**src/hdl/driver_config.svh**
```systemverilog
`ifndef DRIVER_CONFIG_SVH
`define DRIVER_CONFIG_SVH

// Memory and data widths
`define DRV_MEM_BW 128
`define DRV_ACT_W 8
`define DRV_MASK_W 16
`define DRV_MASKS_PER_HALF 8

// One bank per filter position
`define DRV_N_FX 2
`define DRV_N_FY 3

`define DRV_ADDR_W 14

// Lines 0 and 1 come in through loading
`define DRV_FETCH_START 2

`endif

```
**src/hdl/driver_pkg.sv**
```systemverilog
`default_nettype none
`include "driver_config.svh"

package driver_pkg;

    typedef logic [`DRV_MEM_BW-1:0] line_t;
    typedef logic [`DRV_MASK_W-1:0] mask_t;
    typedef logic [`DRV_ACT_W-1:0] act_t;

    typedef logic [$clog2(`DRV_N_FX)-1:0] fx_t;
    typedef logic [$clog2(`DRV_N_FY)-1:0] fy_t;
    typedef logic [`DRV_ADDR_W-1:0] addr_t;

    // Ones count of a mask word, 0 to 16
    typedef logic [$clog2(`DRV_MASK_W+1)-1:0] cnt_t;
    // Bytes used from the lower line
    typedef logic [$clog2(`DRV_MEM_BW/`DRV_ACT_W)-1:0] keep_t;
    typedef logic [$clog2(`DRV_MEM_BW/`DRV_ACT_W+1)-1:0] shamt_t;

    typedef enum logic [2:0] {
        IDLE,
        SELECT,
        SHIFT,
        FETCH,
        SHIFT_REST
    } state_t;

endpackage

`default_nettype wire

```
**src/hdl/act_compactor.sv**
```systemverilog
`timescale 1ns/1ps
`default_nettype none
`include "driver_config.svh"

module act_compactor (
    input  logic              clk,
    input  logic              arst_n_in,
    input  logic              capture,
    input  driver_pkg::mask_t head_mask,
    input  driver_pkg::act_t [2*`DRV_MEM_BW/`DRV_ACT_W-1:0] window,
    output driver_pkg::mask_t mask_out,
    output driver_pkg::line_t encoded_out,
    output driver_pkg::cnt_t  ones_cnt
);
    import driver_pkg::*;

    localparam int LB = `DRV_MEM_BW / `DRV_ACT_W;

    cnt_t  count;
    line_t compact;

    always_comb begin
        count = '0;
        for (int i = 0; i < `DRV_MASK_W; i++) begin
            count = count + cnt_t'(head_mask[i]);
        end
    end

    // First count bytes, left-aligned, zeros after them
    always_comb begin
        for (int i = 0; i < LB; i++) begin
            compact[`DRV_MEM_BW-1-i*`DRV_ACT_W -: `DRV_ACT_W] = (i < count) ? window[i] : '0;
        end
    end

    always_ff @(posedge clk or negedge arst_n_in) begin
        if (!arst_n_in) begin
            mask_out <= '0;
            encoded_out <= '0;
            ones_cnt <= '0;
        end else if (capture) begin
            mask_out <= head_mask;
            encoded_out <= compact;
            ones_cnt <= count;
        end
    end

endmodule

`default_nettype wire

```
**config.mk**
```make
export PLATFORM = sky130hd
export DESIGN_NAME = act_compactor
export DESIGN_NICKNAME = d
export VERILOG_FILES = /design/src/hdl/driver_pkg.sv /design/src/hdl/act_compactor.sv
export VERILOG_INCLUDE_DIRS = /design/src /design/src/hdl
export SDC_FILE = /design/constraint.sdc
export NUM_CORES = 1
export LEC_CHECK = 0
export BUFFER_PORTS_ARGS = -buffer_cell sky130_fd_sc_hd__buf_2
export CAP_MARGIN = 20
export CORE_AREA = 2 2 165 167
export CTS_CLUSTER_SIZE = 8
export DETAILED_ROUTE_END_ITERATION = 8
export DIE_AREA = 0 0 167 169
export GPL_TIMING_DRIVEN = 0
export PLACE_DENSITY_LB_ADDON = 0.1
export SLEW_MARGIN = 20
export SYNTH_ARGS = -nofsm -noshare
export SYNTH_HDL_FRONTEND = slang
export SYNTH_SLANG_ARGS = --single-unit
export TNS_END_PERCENT = 50
```
**constraint.sdc**
```tcl
create_clock -name clk -period 1.2 [get_ports clk]
set_clock_uncertainty 0.05 [all_clocks]
set_input_delay 0 -clock clk [delete_from_list [all_inputs] [get_ports clk]]
set_output_delay 0 -clock clk [all_outputs]
set_load 0.01 [all_outputs]
```
==> results of run 1 <==
sequential cells by signal, summed over array words and instances, names as in the netlist:
name         flops
mask_out        16
ones_cnt         5
encoded_out    128
per-stage QoR:
step,setup TNS [ns],area (sq um)
final,-293.47,11440
after global routing,-311.44,11440
after CTS,-294.94,11210
after detailed placement,-380.06,8594
after global placement,-740.03,8557
after floorplan,-311.68,6659
how the worst max path moves through the flow:
stage	start	end	slack [ns]
2_1_floorplan	head_mask[15]	encoded_out[72]	-2.45
3_3_place_gp	head_mask[15]	encoded_out[95]	-2.97
5_1_grt	head_mask[0]	encoded_out[82]	-2.46
4_1_cts	head_mask[11]	encoded_out[88]	-2.33
6_report	head_mask[0]	encoded_out[84]	-2.35
3_5_place_dp	head_mask[15]	encoded_out[125]	-3.00
kinds of logic after synthesis:
logic type	count (synthesis)	synth area share
AND/OR/NAND/NOR	139	0.09081
AO/OA/AOI/OAI	71	0.1145
multiplexers	99	0.1534
adder cells (fa/ha/maj)	15	0.03973
buffers and inverters	53	0.03538
flip-flops	149	0.5638
XOR/XNOR	1	0.002460
critical path, cell delays in order:
cell                       delay (ns)
sky130_fd_sc_hd__buf_8           0.10
sky130_fd_sc_hd__inv_4           0.04
sky130_fd_sc_hd__fa_2            0.46
sky130_fd_sc_hd__fa_1            0.59
sky130_fd_sc_hd__fa_1            0.44
sky130_fd_sc_hd__fa_1            0.51
sky130_fd_sc_hd__inv_2           0.04
sky130_fd_sc_hd__ha_4            0.15
sky130_fd_sc_hd__buf_4           0.12
sky130_fd_sc_hd__buf_4           0.12
sky130_fd_sc_hd__a21o_1          0.19
sky130_fd_sc_hd__a211o_1         0.33
sky130_fd_sc_hd__buf_12          0.18
sky130_fd_sc_hd__a211oi_4        0.28
sky130_fd_sc_hd__buf_12          0.18
sky130_fd_sc_hd__nor2_2          0.04
synth_stat cells (2+ instances only):
library cell,number
sky130_fd_sc_hd__a211oi_4,3
sky130_fd_sc_hd__mux2_2,19
sky130_fd_sc_hd__a21oi_1,3
sky130_fd_sc_hd__nor2_2,3
sky130_fd_sc_hd__nand2_1,46
sky130_fd_sc_hd__fa_1,10
sky130_fd_sc_hd__clkbuf_1,11
sky130_fd_sc_hd__dfrtp_1,149
sky130_fd_sc_hd__buf_2,7
sky130_fd_sc_hd__inv_1,27
sky130_fd_sc_hd__buf_6,3
sky130_fd_sc_hd__mux2i_1,80
sky130_fd_sc_hd__o2bb2ai_1,40
sky130_fd_sc_hd__a22o_1,8
sky130_fd_sc_hd__nor4b_4,2
sky130_fd_sc_hd__a21o_1,2
sky130_fd_sc_hd__buf_1,3
sky130_fd_sc_hd__a31oi_4,6
sky130_fd_sc_hd__nor2_1,84
sky130_fd_sc_hd__ha_1,5
sky130_fd_sc_hd__nor3_2,2
cell type report:
class,count,share of cell area
clock buffer,17,0.03718
inverter,28,0.01006
tap,341,0.03729
buffer,25,0.01203
sequential,149,0.3259
clock inverter,15,0.01619
multi-input combinational,325,0.2734
timing repair buffer,461,0.2879
repair_timing:
item                       CTS  global route
hold buffers               145             0
setup endpoints to repair  133           133
cloned                       0             0
pin swaps                  101            32
hold endpoints to repair   233             0
resized for setup           69            51
setup buffers               18             3
cell usage in the layout (no fill, tap or decap), drive strengths merged:
cell type,Yosys,layout
mux2,19,19
dlygate4sd3,0,145
nor4,1,1
o2bb2ai,40,40
dfrtp,149,149
xnor2,1,1
mux2i,80,80
a21o,2,2
inv,28,37
a211oi,4,4
o211ai,1,1
clkbuf,11,28
buf,14,330
a31oi,6,6
nor3,2,2
o21ai,2,2
bufinv,0,2
a21oi,4,4
o2111ai,1,1
nor2,87,87
nor4b,2,2
fa,10,10
ha,5,5
o21ba,1,1
a22o,8,8
a211o,2,2
clkinv,0,4
nand2,46,46
nand3,1,1
report_power, final:
part	switching [mW]	internal (mW)
clock	2.46	3.17
combinational	6.73	5.96
sequential	0.936	6.74
routing by layer:
metal  track usage  wire, um
met4       0.03936       310
met3       0.05191      1658
met5             0         0
met2        0.2494      9702
met1        0.1937      9308
==> impl_metrics.xml, run 1 <==
<?xml version="1.0" encoding="UTF-8"?>
<metrics>
  <group name="logic_synthesis">
    <metric name="synth_fp_nets" unit="">817</metric>
    <metric name="syn_area_per_cell" unit="sq um">12.55</metric>
    <metric name="synth-seq-area-share" unit="">0.5638</metric>
    <metric name="biggest_area_contributors_in_the_synthesized_netlist" unit="">sky130_fd_sc_hd__dfrtp_1 56%, sky130_fd_sc_hd__mux2i_1 12%, sky130_fd_sc_hd__o2bb2ai_1 5.3%</metric>
    <metric name="synth_top_flop_cell" unit="">sky130_fd_sc_hd__dfrtp_1</metric>
    <metric name="synth.distinct_cells" unit="">35</metric>
    <metric name="synth-seq-cells" unit="">149</metric>
    <metric name="yosys_warnings" unit="">0</metric>
    <metric name="synthesis.instances" unit="">527</metric>
    <metric name="async_reset_ff_frac" unit="">1.000</metric>
    <metric name="synth_top_area_cell" unit="">sky130_fd_sc_hd__dfrtp_1</metric>
    <metric name="synth_area" unit="sq um">6614</metric>
    <metric name="post-synth-top-area-fraction" unit="">0.5638</metric>
    <metric name="synth_enable_flop_cells" unit="">0</metric>
  </group>
  <group name="flow_run">
    <metric name="maxCapViolCount" unit="">0</metric>
  </group>
  <group name="clock_network">
    <metric name="clock_tree.root_cell" unit="">sky130_fd_sc_hd__clkbuf_16</metric>
    <metric name="clock_path_buffers" unit="">2</metric>
    <metric name="cts_made_buffers" unit="">17</metric>
    <metric name="clkSinkCount" unit="">149</metric>
    <metric name="cts_tree" unit="">done</metric>
    <metric name="insertion_delay" unit="ns">0.42</metric>
    <metric name="clock_tree.htree_level_count" unit="">4</metric>
    <metric name="clk_pin_slew_worst_paths" unit="ns">0.07</metric>
  </group>
  <group name="placement">
    <metric name="place.gp.congestion" unit="">0.7107</metric>
    <metric name="place_worst_setup_slack" unit="ns">-2.999</metric>
    <metric name="dp.cells" unit="">1163</metric>
    <metric name="post-dp-hpwl" unit="um">14720</metric>
    <metric name="port_buffers" unit="">294</metric>
  </group>
  <group name="layout">
    <metric name="insertedDiodeCount" unit="">0</metric>
    <metric name="fin_nets" unit="">1297</metric>
    <metric name="layout.core_utilization" unit="">0.4317</metric>
    <metric name="multiInputGateArea" unit="sq um">3128</metric>
    <metric name="instances_no_fill" unit="">1361</metric>
    <metric name="layout-drive-gt1-share" unit="">0.4784</metric>
    <metric name="nFillCells" unit="">2594</metric>
    <metric name="syn2layout_area_growth" unit="%">72.99</metric>
    <metric name="regArea" unit="sq um">3729</metric>
  </group>
  <group name="setup_path">
    <metric name="worst_setup_path_end_kind" unit="">flop</metric>
    <metric name="rr_endpoint" unit="">encoded_out[87]</metric>
    <metric name="timing.critical_path.required" unit="ns">1.46</metric>
    <metric name="critical_path_class" unit="">input pin to flop</metric>
    <metric name="worstSetupStartpointType" unit="">input pin</metric>
    <metric name="timing.reg2reg.setup_slack" unit="ns">0.35</metric>
    <metric name="worst_ep_arrival_time" unit="ns">3.80</metric>
    <metric name="r2r-start" unit="">encoded_out[87]</metric>
    <metric name="worst-path-max-fanout" unit="">10</metric>
    <metric name="worst_r2r_path_depth" unit="">2</metric>
  </group>
  <group name="worst_hold_path">
    <metric name="hold_class" unit="">input pin to async pin</metric>
  </group>
  <group name="grt">
    <metric name="grtUsageTotal" unit="">0.1525</metric>
    <metric name="wire_length_of_the_first_global_routing_pass" unit="um">34330</metric>
    <metric name="overflow" unit="">0</metric>
    <metric name="grt_pass1_vias" unit="">6437</metric>
    <metric name="initial_antenna_violation_count" unit="">0</metric>
    <metric name="maximum_number_of_pins_on_one_net_before_global_route_repair" unit="">86</metric>
  </group>
  <group name="sta">
    <metric name="rsz_0062_raised_after_global_routing" unit="">true</metric>
    <metric name="timing.final.crit_period" unit="ns">3.548</metric>
    <metric name="layout_worst_path_cycle_share" unit="">2.957</metric>
    <metric name="timing.final.hold_violations" unit="">0</metric>
    <metric name="timing_max_transition_violations_final" unit="">0</metric>
    <metric name="timing.slew.headroom" unit="">0.4110</metric>
    <metric name="postLayoutSetupSlackWorst" unit="ns">-2.348</metric>
    <metric name="worst_hold_slack" unit="ns">0.05556</metric>
    <metric name="fmax" unit="GHz">0.2818</metric>
    <metric name="setup_failing_eps_final" unit="">133</metric>
    <metric name="tightest_slew" unit="ns">0.8836</metric>
  </group>
  <group name="detailed_routing">
    <metric name="post_route_drc" unit="">0</metric>
    <metric name="drt_first_iter_violations" unit="">119</metric>
    <metric name="vias" unit="">5785</metric>
    <metric name="wire_per_inst" unit="um">15.41</metric>
    <metric name="drt_pass1_iterations" unit="">4</metric>
    <metric name="postRouteAntennaNets" unit="">0</metric>
    <metric name="vias_per_cell" unit="">4.251</metric>
    <metric name="wirelength" unit="um">20980</metric>
  </group>
  <group name="floorplan">
    <metric name="num_rows" unit="">60</metric>
    <metric name="die_area" unit="sq um">28220</metric>
    <metric name="initial_utilization" unit="">0.2496</metric>
    <metric name="die-width" unit="um">167</metric>
    <metric name="ios" unit="">424</metric>
    <metric name="die_h" unit="um">169</metric>
    <metric name="coreArea" unit="sq um">26500</metric>
  </group>
  <group name="outcome">
    <metric name="run_status" unit="">finished with violations</metric>
    <metric name="violations" unit="">negative setup slack</metric>
  </group>
  <group name="power">
    <metric name="ir_drop" unit="mV">0.8434</metric>
    <metric name="power" unit="mW">26.00</metric>
    <metric name="power.density" unit="nW/um^2">2273</metric>
    <metric name="power.static_leakage" unit="nW">5.656</metric>
  </group>
</metrics>
No activity file was read; power rests on OpenSTA's default activity.
==> run 2: changes to the inputs <==
Settings changed: CORE_AREA 2 2 165 167 to 2 2 163 165, CTS_BUF_LIST from default to sky130_fd_sc_hd__clkbuf_8, DIE_AREA 0 0 167 169 to 0 0 165 167, TNS_END_PERCENT 50 to 10.
==> run 2 against run 1 <==
Net effect: the flow still finishes with violations (negative setup slack); design area decreased by 4.9%; via count is 1.4% lower; critical path type unchanged; power fell by 9.7%; largest power group unchanged; sequential cell count unchanged; sequential share of layout area rose by 1.7 points; core utilization fell by 0.96 points; worst setup slack better by 0.046 ns; wire length decreased by 2.0%.
==> impl_metrics.xml, run 2 (synthesis gave the netlist of run 1 again) <==
<?xml version="1.0" encoding="UTF-8"?>
<metrics>
  <group name="power">
    <metric name="power.net_switching" unit="mW">9.178</metric>
    <metric name="power.combinational.fraction" unit="">0.491</metric>
    <metric name="power_report.internal_total" unit="mW">14.29</metric>
    <metric name="power" unit="mW">23.47</metric>
    <metric name="power.static_leakage" unit="nW">5.482</metric>
    <metric name="power_frac_clock" unit="">0.184</metric>
    <metric name="switching_share" unit="">0.3911</metric>
    <metric name="sequentialPowerShare" unit="">0.324</metric>
    <metric name="ir_drop" unit="mV">0.7769</metric>
    <metric name="power.density" unit="nW/um^2">2158</metric>
  </group>
  <group name="setup_path">
    <metric name="r2r-start" unit="">encoded_out[89]</metric>
    <metric name="worstSetupStartpointType" unit="">input pin</metric>
    <metric name="worst-path-max-fanout" unit="">8</metric>
    <metric name="cpMaxStageDelayCell" unit="">sky130_fd_sc_hd__fa_1</metric>
    <metric name="worst_setup_path_end_kind" unit="">flop</metric>
    <metric name="critical_path_class" unit="">input pin to flop</metric>
    <metric name="timing.critical_path.required" unit="ns">1.48</metric>
    <metric name="cp_slowest_stage_delay" unit="ns">0.56</metric>
    <metric name="worst_r2r_path_depth" unit="">2</metric>
    <metric name="worst_ep_arrival_time" unit="ns">3.78</metric>
    <metric name="crit_top_cell" unit="">sky130_fd_sc_hd__fa_1</metric>
    <metric name="worst_path_cell_chain" unit="">buf_6 &gt; inv_2 &gt; fa_1 &gt; fa_1 &gt; fa_1 &gt; fa_1 &gt; inv_2 &gt; ha_4 &gt; fa_2 &gt; a21oi_4 &gt; o2111ai_4 &gt; a211oi_4 &gt; buf_12 &gt; nor2_2</metric>
    <metric name="path_delay_family" unit="">adder cells</metric>
    <metric name="timing.reg2reg.setup_slack" unit="ns">0.35</metric>
    <metric name="rr_endpoint" unit="">encoded_out[89]</metric>
    <metric name="critical_path.n_buffers_inverters" unit="">4</metric>
  </group>
  <group name="floorplan">
    <metric name="initial_utilization" unit="">0.2567</metric>
    <metric name="coreArea" unit="sq um">25760</metric>
    <metric name="num_rows" unit="">59</metric>
    <metric name="die_area" unit="sq um">27560</metric>
    <metric name="die-width" unit="um">165</metric>
    <metric name="die_h" unit="um">167</metric>
    <metric name="ios" unit="">424</metric>
  </group>
  <group name="clock_network">
    <metric name="clock_tree.root_cell" unit="">sky130_fd_sc_hd__clkbuf_8</metric>
    <metric name="cts_tree" unit="">done</metric>
    <metric name="cts_made_buffers" unit="">17</metric>
    <metric name="insertion_delay" unit="ns">0.44</metric>
    <metric name="clock_path_buffers" unit="">2</metric>
    <metric name="clk_pin_slew_worst_paths" unit="ns">0.09</metric>
    <metric name="clock_tree.htree_level_count" unit="">4</metric>
    <metric name="clkSinkCount" unit="">149</metric>
  </group>
  <group name="layout">
    <metric name="stdcell_area" unit="sq um">10880</metric>
    <metric name="instances_no_fill" unit="">1350</metric>
    <metric name="largest_registers" unit="">encoded_out: 128 flops, mask_out: 16 flops, ones_cnt: 5 flops</metric>
    <metric name="largest_register_ffs" unit="">128</metric>
    <metric name="mostFrequentLayoutCells" unit="">294 x sky130_fd_sc_hd__buf_2, 149 x sky130_fd_sc_hd__dfrtp_1, 145 x sky130_fd_sc_hd__dlygate4sd3_1, 80 x sky130_fd_sc_hd__mux2i_1, 73 x sky130_fd_sc_hd__nor2_1</metric>
    <metric name="layout-drive-gt1-share" unit="">0.4187</metric>
    <metric name="multiInputGateArea" unit="sq um">2803</metric>
    <metric name="regArea" unit="sq um">3729</metric>
    <metric name="syn2layout_area_growth" unit="%">64.43</metric>
    <metric name="mostFrequentLayoutCell" unit="">sky130_fd_sc_hd__buf_2</metric>
    <metric name="fin_nets" unit="">1292</metric>
    <metric name="nFillCells" unit="">2497</metric>
    <metric name="largest_register" unit="">encoded_out</metric>
    <metric name="insertedDiodeCount" unit="">0</metric>
  </group>
  <group name="detailed_routing">
    <metric name="post_route_drc" unit="">0</metric>
    <metric name="wirelength" unit="um">20570</metric>
    <metric name="postRouteAntennaNets" unit="">0</metric>
    <metric name="wire_per_inst" unit="um">15.23</metric>
    <metric name="vias" unit="">5705</metric>
    <metric name="drt_pass1_iterations" unit="">4</metric>
    <metric name="drt_first_iter_violations" unit="">179</metric>
    <metric name="vias_per_cell" unit="">4.226</metric>
  </group>
  <group name="sta">
    <metric name="layout_worst_path_cycle_share" unit="">2.918</metric>
    <metric name="timing.setup.tns" unit="ns">-291.12</metric>
    <metric name="fmax" unit="GHz">0.2855</metric>
    <metric name="setup_failing_eps_final" unit="">133</metric>
    <metric name="timing.final.hold_violations" unit="">0</metric>
    <metric name="tightest_slew" unit="ns">0.7691</metric>
    <metric name="timing_max_transition_violations_final" unit="">0</metric>
    <metric name="postLayoutSetupSlackWorst" unit="ns">-2.302</metric>
    <metric name="timing.final.crit_period" unit="ns">3.502</metric>
    <metric name="rsz_0062_raised_after_global_routing" unit="">true</metric>
    <metric name="timing.slew.headroom" unit="">0.4873</metric>
  </group>
  <group name="placement">
    <metric name="port_buffers" unit="">294</metric>
    <metric name="dp.cells" unit="">1157</metric>
    <metric name="post-dp-hpwl" unit="um">14510</metric>
    <metric name="dpl_cell_area" unit="sq um">8587</metric>
    <metric name="place_worst_setup_slack" unit="ns">-2.961</metric>
    <metric name="place.gp.congestion" unit="">0.7026</metric>
  </group>
  <group name="grt">
    <metric name="grt_pass1_vias" unit="">6093</metric>
    <metric name="grtUsageTotal" unit="">0.1508</metric>
    <metric name="wire_length_of_the_first_global_routing_pass" unit="um">32310</metric>
    <metric name="overflow" unit="">0</metric>
    <metric name="maximum_number_of_pins_on_one_net_before_global_route_repair" unit="">76</metric>
    <metric name="initial_antenna_violation_count" unit="">0</metric>
  </group>
  <group name="worst_hold_path">
    <metric name="hold_class" unit="">input pin to async pin</metric>
  </group>
  <group name="outcome">
    <metric name="run_status" unit="">finished with violations</metric>
    <metric name="violations" unit="">negative setup slack</metric>
  </group>
  <group name="flow_run">
    <metric name="maxCapViolCount" unit="">0</metric>
  </group>
</metrics>
## run 2: per-layer routing
metal  share of wire  GRT usage  vias up
met5               0          0        -
met4          0.0076    0.03970        0
met3           0.078    0.04608        9
met2            0.47     0.2447      198
met1            0.45     0.1947     2743
li1                -          -     2755
## run 2: worst max-delay path by stage
stage | slack [ns] | cells after the start | to | startpoint
2_1_floorplan | -2.45 | 12 | encoded_out[72] | head_mask[15]
3_3_place_gp | -2.94 | 13 | encoded_out[90] | head_mask[15]
3_5_place_dp | -2.96 | 13 | encoded_out[73] | head_mask[15]
4_1_cts | -2.26 | 13 | encoded_out[32] | head_mask[3]
5_1_grt | -2.43 | 14 | encoded_out[79] | head_mask[9]
6_report | -2.30 | 14 | encoded_out[73] | head_mask[3]
## run 2: final cells by class
class                   instances  area share
plain buffers                  25     0.01185
clock buffers                  19     0.02405
clock inverters                13     0.01565
inverters                      28     0.01058
multi-input cells             325      0.2577
flip-flops and latches        149      0.3428
well taps                     335     0.03854
repair buffers                456      0.2988
## run 2: metrics by stage
step	util	hold WS (ns)
6_report	0.4221	0.06637
5_1_grt	0.4221	0.08986
4_1_cts	0.4135	0.04991
3_5_place_dp	0.3333	-0.03034
3_3_place_gp	0.3318	0.1683
2_1_floorplan	-	-0.3456
## run 2: timing repair
action | CTS | global route
hold buffers | 145 | 0
endpoints found under the setup margin | 133 | 133
endpoints found under the hold margin | 291 | 0
setup buffers | 8 | 8
resized for setup | 21 | 24
pin swaps | 38 | 37
## run 2: power groups by stage
stage / logic, mW / registers [mW] / clock network (mW)
2_1_floorplan: 4.96 / 8.52 / 0
3_3_place_gp: 9.45 / 7.69 / 0
3_5_place_dp: 9.50 / 7.67 / 0
4_1_cts: 10.7 / 7.62 / 4.53
5_1_grt: 12.6 / 7.83 / 4.74
6_report: 11.5 / 7.61 / 4.33
## run 2: worst reg2reg max path: stages (launching register included)
cell                      delay, ns
sky130_fd_sc_hd__dfrtp_1       0.39
sky130_fd_sc_hd__mux2i_1       0.24
sky130_fd_sc_hd__nor2_4        0.06
==> run 3: changes to the inputs <==
Clock period 1.2 ns to 4.45 ns, I/O delays scaled along.
==> run 3 against run 2 <==
Net effect: the flow now finishes without violations; core utilization is 2.0 points lower; clock-buffer cell count is 2 lower; non-clock buffer count is 16 lower.
==> impl_metrics.xml, run 3 (synthesis gave the netlist of run 1 again) <==
<?xml version="1.0" encoding="UTF-8"?>
<metrics>
  <group name="grt">
    <metric name="overflow" unit="">0</metric>
    <metric name="maximum_number_of_pins_on_one_net_before_global_route_repair" unit="">86</metric>
    <metric name="grt_pass1_vias" unit="">5890</metric>
    <metric name="grtUsageTotal" unit="">0.1558</metric>
    <metric name="initial_antenna_violation_count" unit="">2</metric>
    <metric name="wire_length_of_the_first_global_routing_pass" unit="um">33200</metric>
  </group>
  <group name="clock_network">
    <metric name="cts_made_buffers" unit="">17</metric>
    <metric name="clkSinkCount" unit="">149</metric>
    <metric name="clk_pin_slew_worst_paths" unit="ns">0.10</metric>
    <metric name="clock_path_buffers" unit="">2</metric>
    <metric name="clock_tree.htree_level_count" unit="">4</metric>
    <metric name="insertion_delay" unit="ns">0.45</metric>
    <metric name="clock_tree.root_cell" unit="">sky130_fd_sc_hd__clkbuf_8</metric>
    <metric name="cts_tree" unit="">done</metric>
  </group>
  <group name="layout">
    <metric name="regArea" unit="sq um">3729</metric>
    <metric name="largest_register_ffs" unit="">128</metric>
    <metric name="fin_nets" unit="">1276</metric>
    <metric name="largest_register" unit="">encoded_out</metric>
    <metric name="largest_registers" unit="">encoded_out: 128 flops, mask_out: 16 flops, ones_cnt: 5 flops</metric>
    <metric name="nFillCells" unit="">2569</metric>
    <metric name="mostFrequentLayoutCells" unit="">300 x sky130_fd_sc_hd__buf_2, 149 x sky130_fd_sc_hd__dfrtp_1, 145 x sky130_fd_sc_hd__dlygate4sd3_1, 84 x sky130_fd_sc_hd__nor2_1, 80 x sky130_fd_sc_hd__mux2i_1</metric>
    <metric name="syn2layout_area_growth" unit="%">56.56</metric>
    <metric name="multiInputGateArea" unit="sq um">2651</metric>
    <metric name="layout-drive-gt1-share" unit="">0.3824</metric>
    <metric name="mostFrequentLayoutCell" unit="">sky130_fd_sc_hd__buf_2</metric>
  </group>
  <group name="detailed_routing">
    <metric name="post_route_drc" unit="">0</metric>
    <metric name="wire_per_inst" unit="um">15.89</metric>
    <metric name="drt_pass1_iterations" unit="">5</metric>
    <metric name="wirelength" unit="um">21230</metric>
    <metric name="m1WireLength" unit="um">9985</metric>
    <metric name="vias" unit="">5533</metric>
    <metric name="vias_per_cell" unit="">4.141</metric>
    <metric name="postRouteAntennaNets" unit="">0</metric>
    <metric name="routed-wl-met3" unit="um">1653</metric>
    <metric name="drt_first_iter_violations" unit="">213</metric>
    <metric name="dr.max_layer_used" unit="">met4</metric>
    <metric name="wl_met2" unit="um">9382</metric>
  </group>
  <group name="placement">
    <metric name="port_buffers" unit="">294</metric>
    <metric name="place_worst_setup_slack" unit="ns">-0.1308</metric>
    <metric name="post-dp-hpwl" unit="um">15290</metric>
    <metric name="place.gp.congestion" unit="">0.7250</metric>
  </group>
  <group name="flow_run">
    <metric name="maxCapViolCount" unit="">0</metric>
  </group>
  <group name="floorplan">
    <metric name="die_area" unit="sq um">27560</metric>
    <metric name="num_rows" unit="">59</metric>
    <metric name="initial_utilization" unit="">0.2567</metric>
    <metric name="die-width" unit="um">165</metric>
    <metric name="coreArea" unit="sq um">25760</metric>
    <metric name="ios" unit="">424</metric>
    <metric name="die_h" unit="um">167</metric>
  </group>
  <group name="setup_path">
    <metric name="crit_path_start" unit="">head_mask[10]</metric>
    <metric name="worst_setup_path_end_kind" unit="">flop</metric>
    <metric name="worst_ep_arrival_time" unit="ns">4.29</metric>
    <metric name="worstSetupStartpointType" unit="">input pin</metric>
    <metric name="timing.reg2reg.setup_slack" unit="ns">3.63</metric>
    <metric name="r2r-start" unit="">mask_out[0]</metric>
    <metric name="critical_path.n_buffers_inverters" unit="">4</metric>
    <metric name="critical_path_class" unit="">input pin to flop</metric>
    <metric name="worst_path_cell_chain" unit="">dlygate4sd3_1 &gt; buf_2 &gt; inv_1 &gt; fa_1 &gt; fa_1 &gt; fa_1 &gt; inv_1 &gt; ha_1 &gt; fa_1 &gt; xnor2_2 &gt; a21oi_1 &gt; a211oi_2 &gt; nor2_1</metric>
    <metric name="crit_top_cell" unit="">sky130_fd_sc_hd__fa_1</metric>
    <metric name="worst-path-max-fanout" unit="">8</metric>
    <metric name="path_delay_family" unit="">adder cells</metric>
    <metric name="cpMaxStageDelayCell" unit="">sky130_fd_sc_hd__a211oi_2</metric>
    <metric name="timing.critical_path.required" unit="ns">4.70</metric>
    <metric name="cp_slowest_stage_delay" unit="ns">0.62</metric>
  </group>
  <group name="sta">
    <metric name="tightest_slew" unit="ns">0.7768</metric>
    <metric name="postLayoutSetupSlackWorst" unit="ns">0.4089</metric>
    <metric name="fmax" unit="GHz">0.2475</metric>
    <metric name="timing.final.hold_violations" unit="">0</metric>
    <metric name="timing_max_transition_violations_final" unit="">0</metric>
    <metric name="worst_hold_slack" unit="ns">0.04591</metric>
    <metric name="rsz_0062_raised_after_global_routing" unit="">false</metric>
    <metric name="timing.final.crit_period" unit="ns">4.041</metric>
    <metric name="setup_failing_eps_final" unit="">0</metric>
    <metric name="layout_worst_path_cycle_share" unit="">0.9081</metric>
    <metric name="timing.slew.headroom" unit="">0.4821</metric>
  </group>
  <group name="power">
    <metric name="ir_drop" unit="mV">0.2317</metric>
    <metric name="power.static_leakage" unit="nW">5.315</metric>
    <metric name="power.density" unit="nW/um^2">539.1</metric>
  </group>
  <group name="worst_hold_path">
    <metric name="hold_class" unit="">input pin to async pin</metric>
  </group>
  <group name="outcome">
    <metric name="run_status" unit="">completed</metric>
  </group>
</metrics>
[run 3: area by class of cell]
| class | instances | share of cell area |
|---|---|---|
| multi-input cells | 325 | 0.2560 |
| diodes | 2 | 0.0004833 |
| well taps | 335 | 0.04048 |
| clock inverters | 15 | 0.01184 |
| clock buffers | 17 | 0.02260 |
| inverters | 28 | 0.01015 |
| flip-flops and latches | 149 | 0.3601 |
| plain buffers | 25 | 0.01245 |
| repair buffers | 440 | 0.2859 |
[run 3: path summary, 6_finish.rpt]
check / end / cells past startpoint
max in group asynchronous: encoded_out[125] / 3
min: encoded_out[14] / 2
min in group clk: encoded_out[9] / 4
max reg2reg: mask_out[0] / 1
min reg2reg: encoded_out[123] / 1
max: encoded_out[37] / 13
[run 3: power by group]
group,leakage [nW],internal [mW],switching [mW]
combinational,3.24,1.03,1.51
sequential,1.89,1.81,0.236
clock,0.187,0.402,0.592
[run 3: repair_timing]
action,in CTS,in global routing
endpoints found under the hold margin,294,0
gates resized for setup,0,0
buffers inserted,0,0
hold buffers,145,0
[run 3: metrics by stage]
step	TNS [ns]	cell area (sq um)	power, mW	cells	utilization
2_1_floorplan	0	6614	3.570	527	-
5_1_grt	0	10350	6.052	1336	0.4019
4_1_cts	0	10350	5.720	1334	0.4017
3_3_place_gp	-0.5499	8504	4.576	1156	0.3301
6_report	0	10350	5.583	1336	0.4019
3_5_place_dp	-0.9802	8542	4.581	1157	0.3316
[run 3: metal layers]
metal,up-vias,global-route usage
met5,-,0
met4,0,0.04121
met3,9,0.04334
met2,226,0.2406
met1,2568,0.2146
li1,2730,-
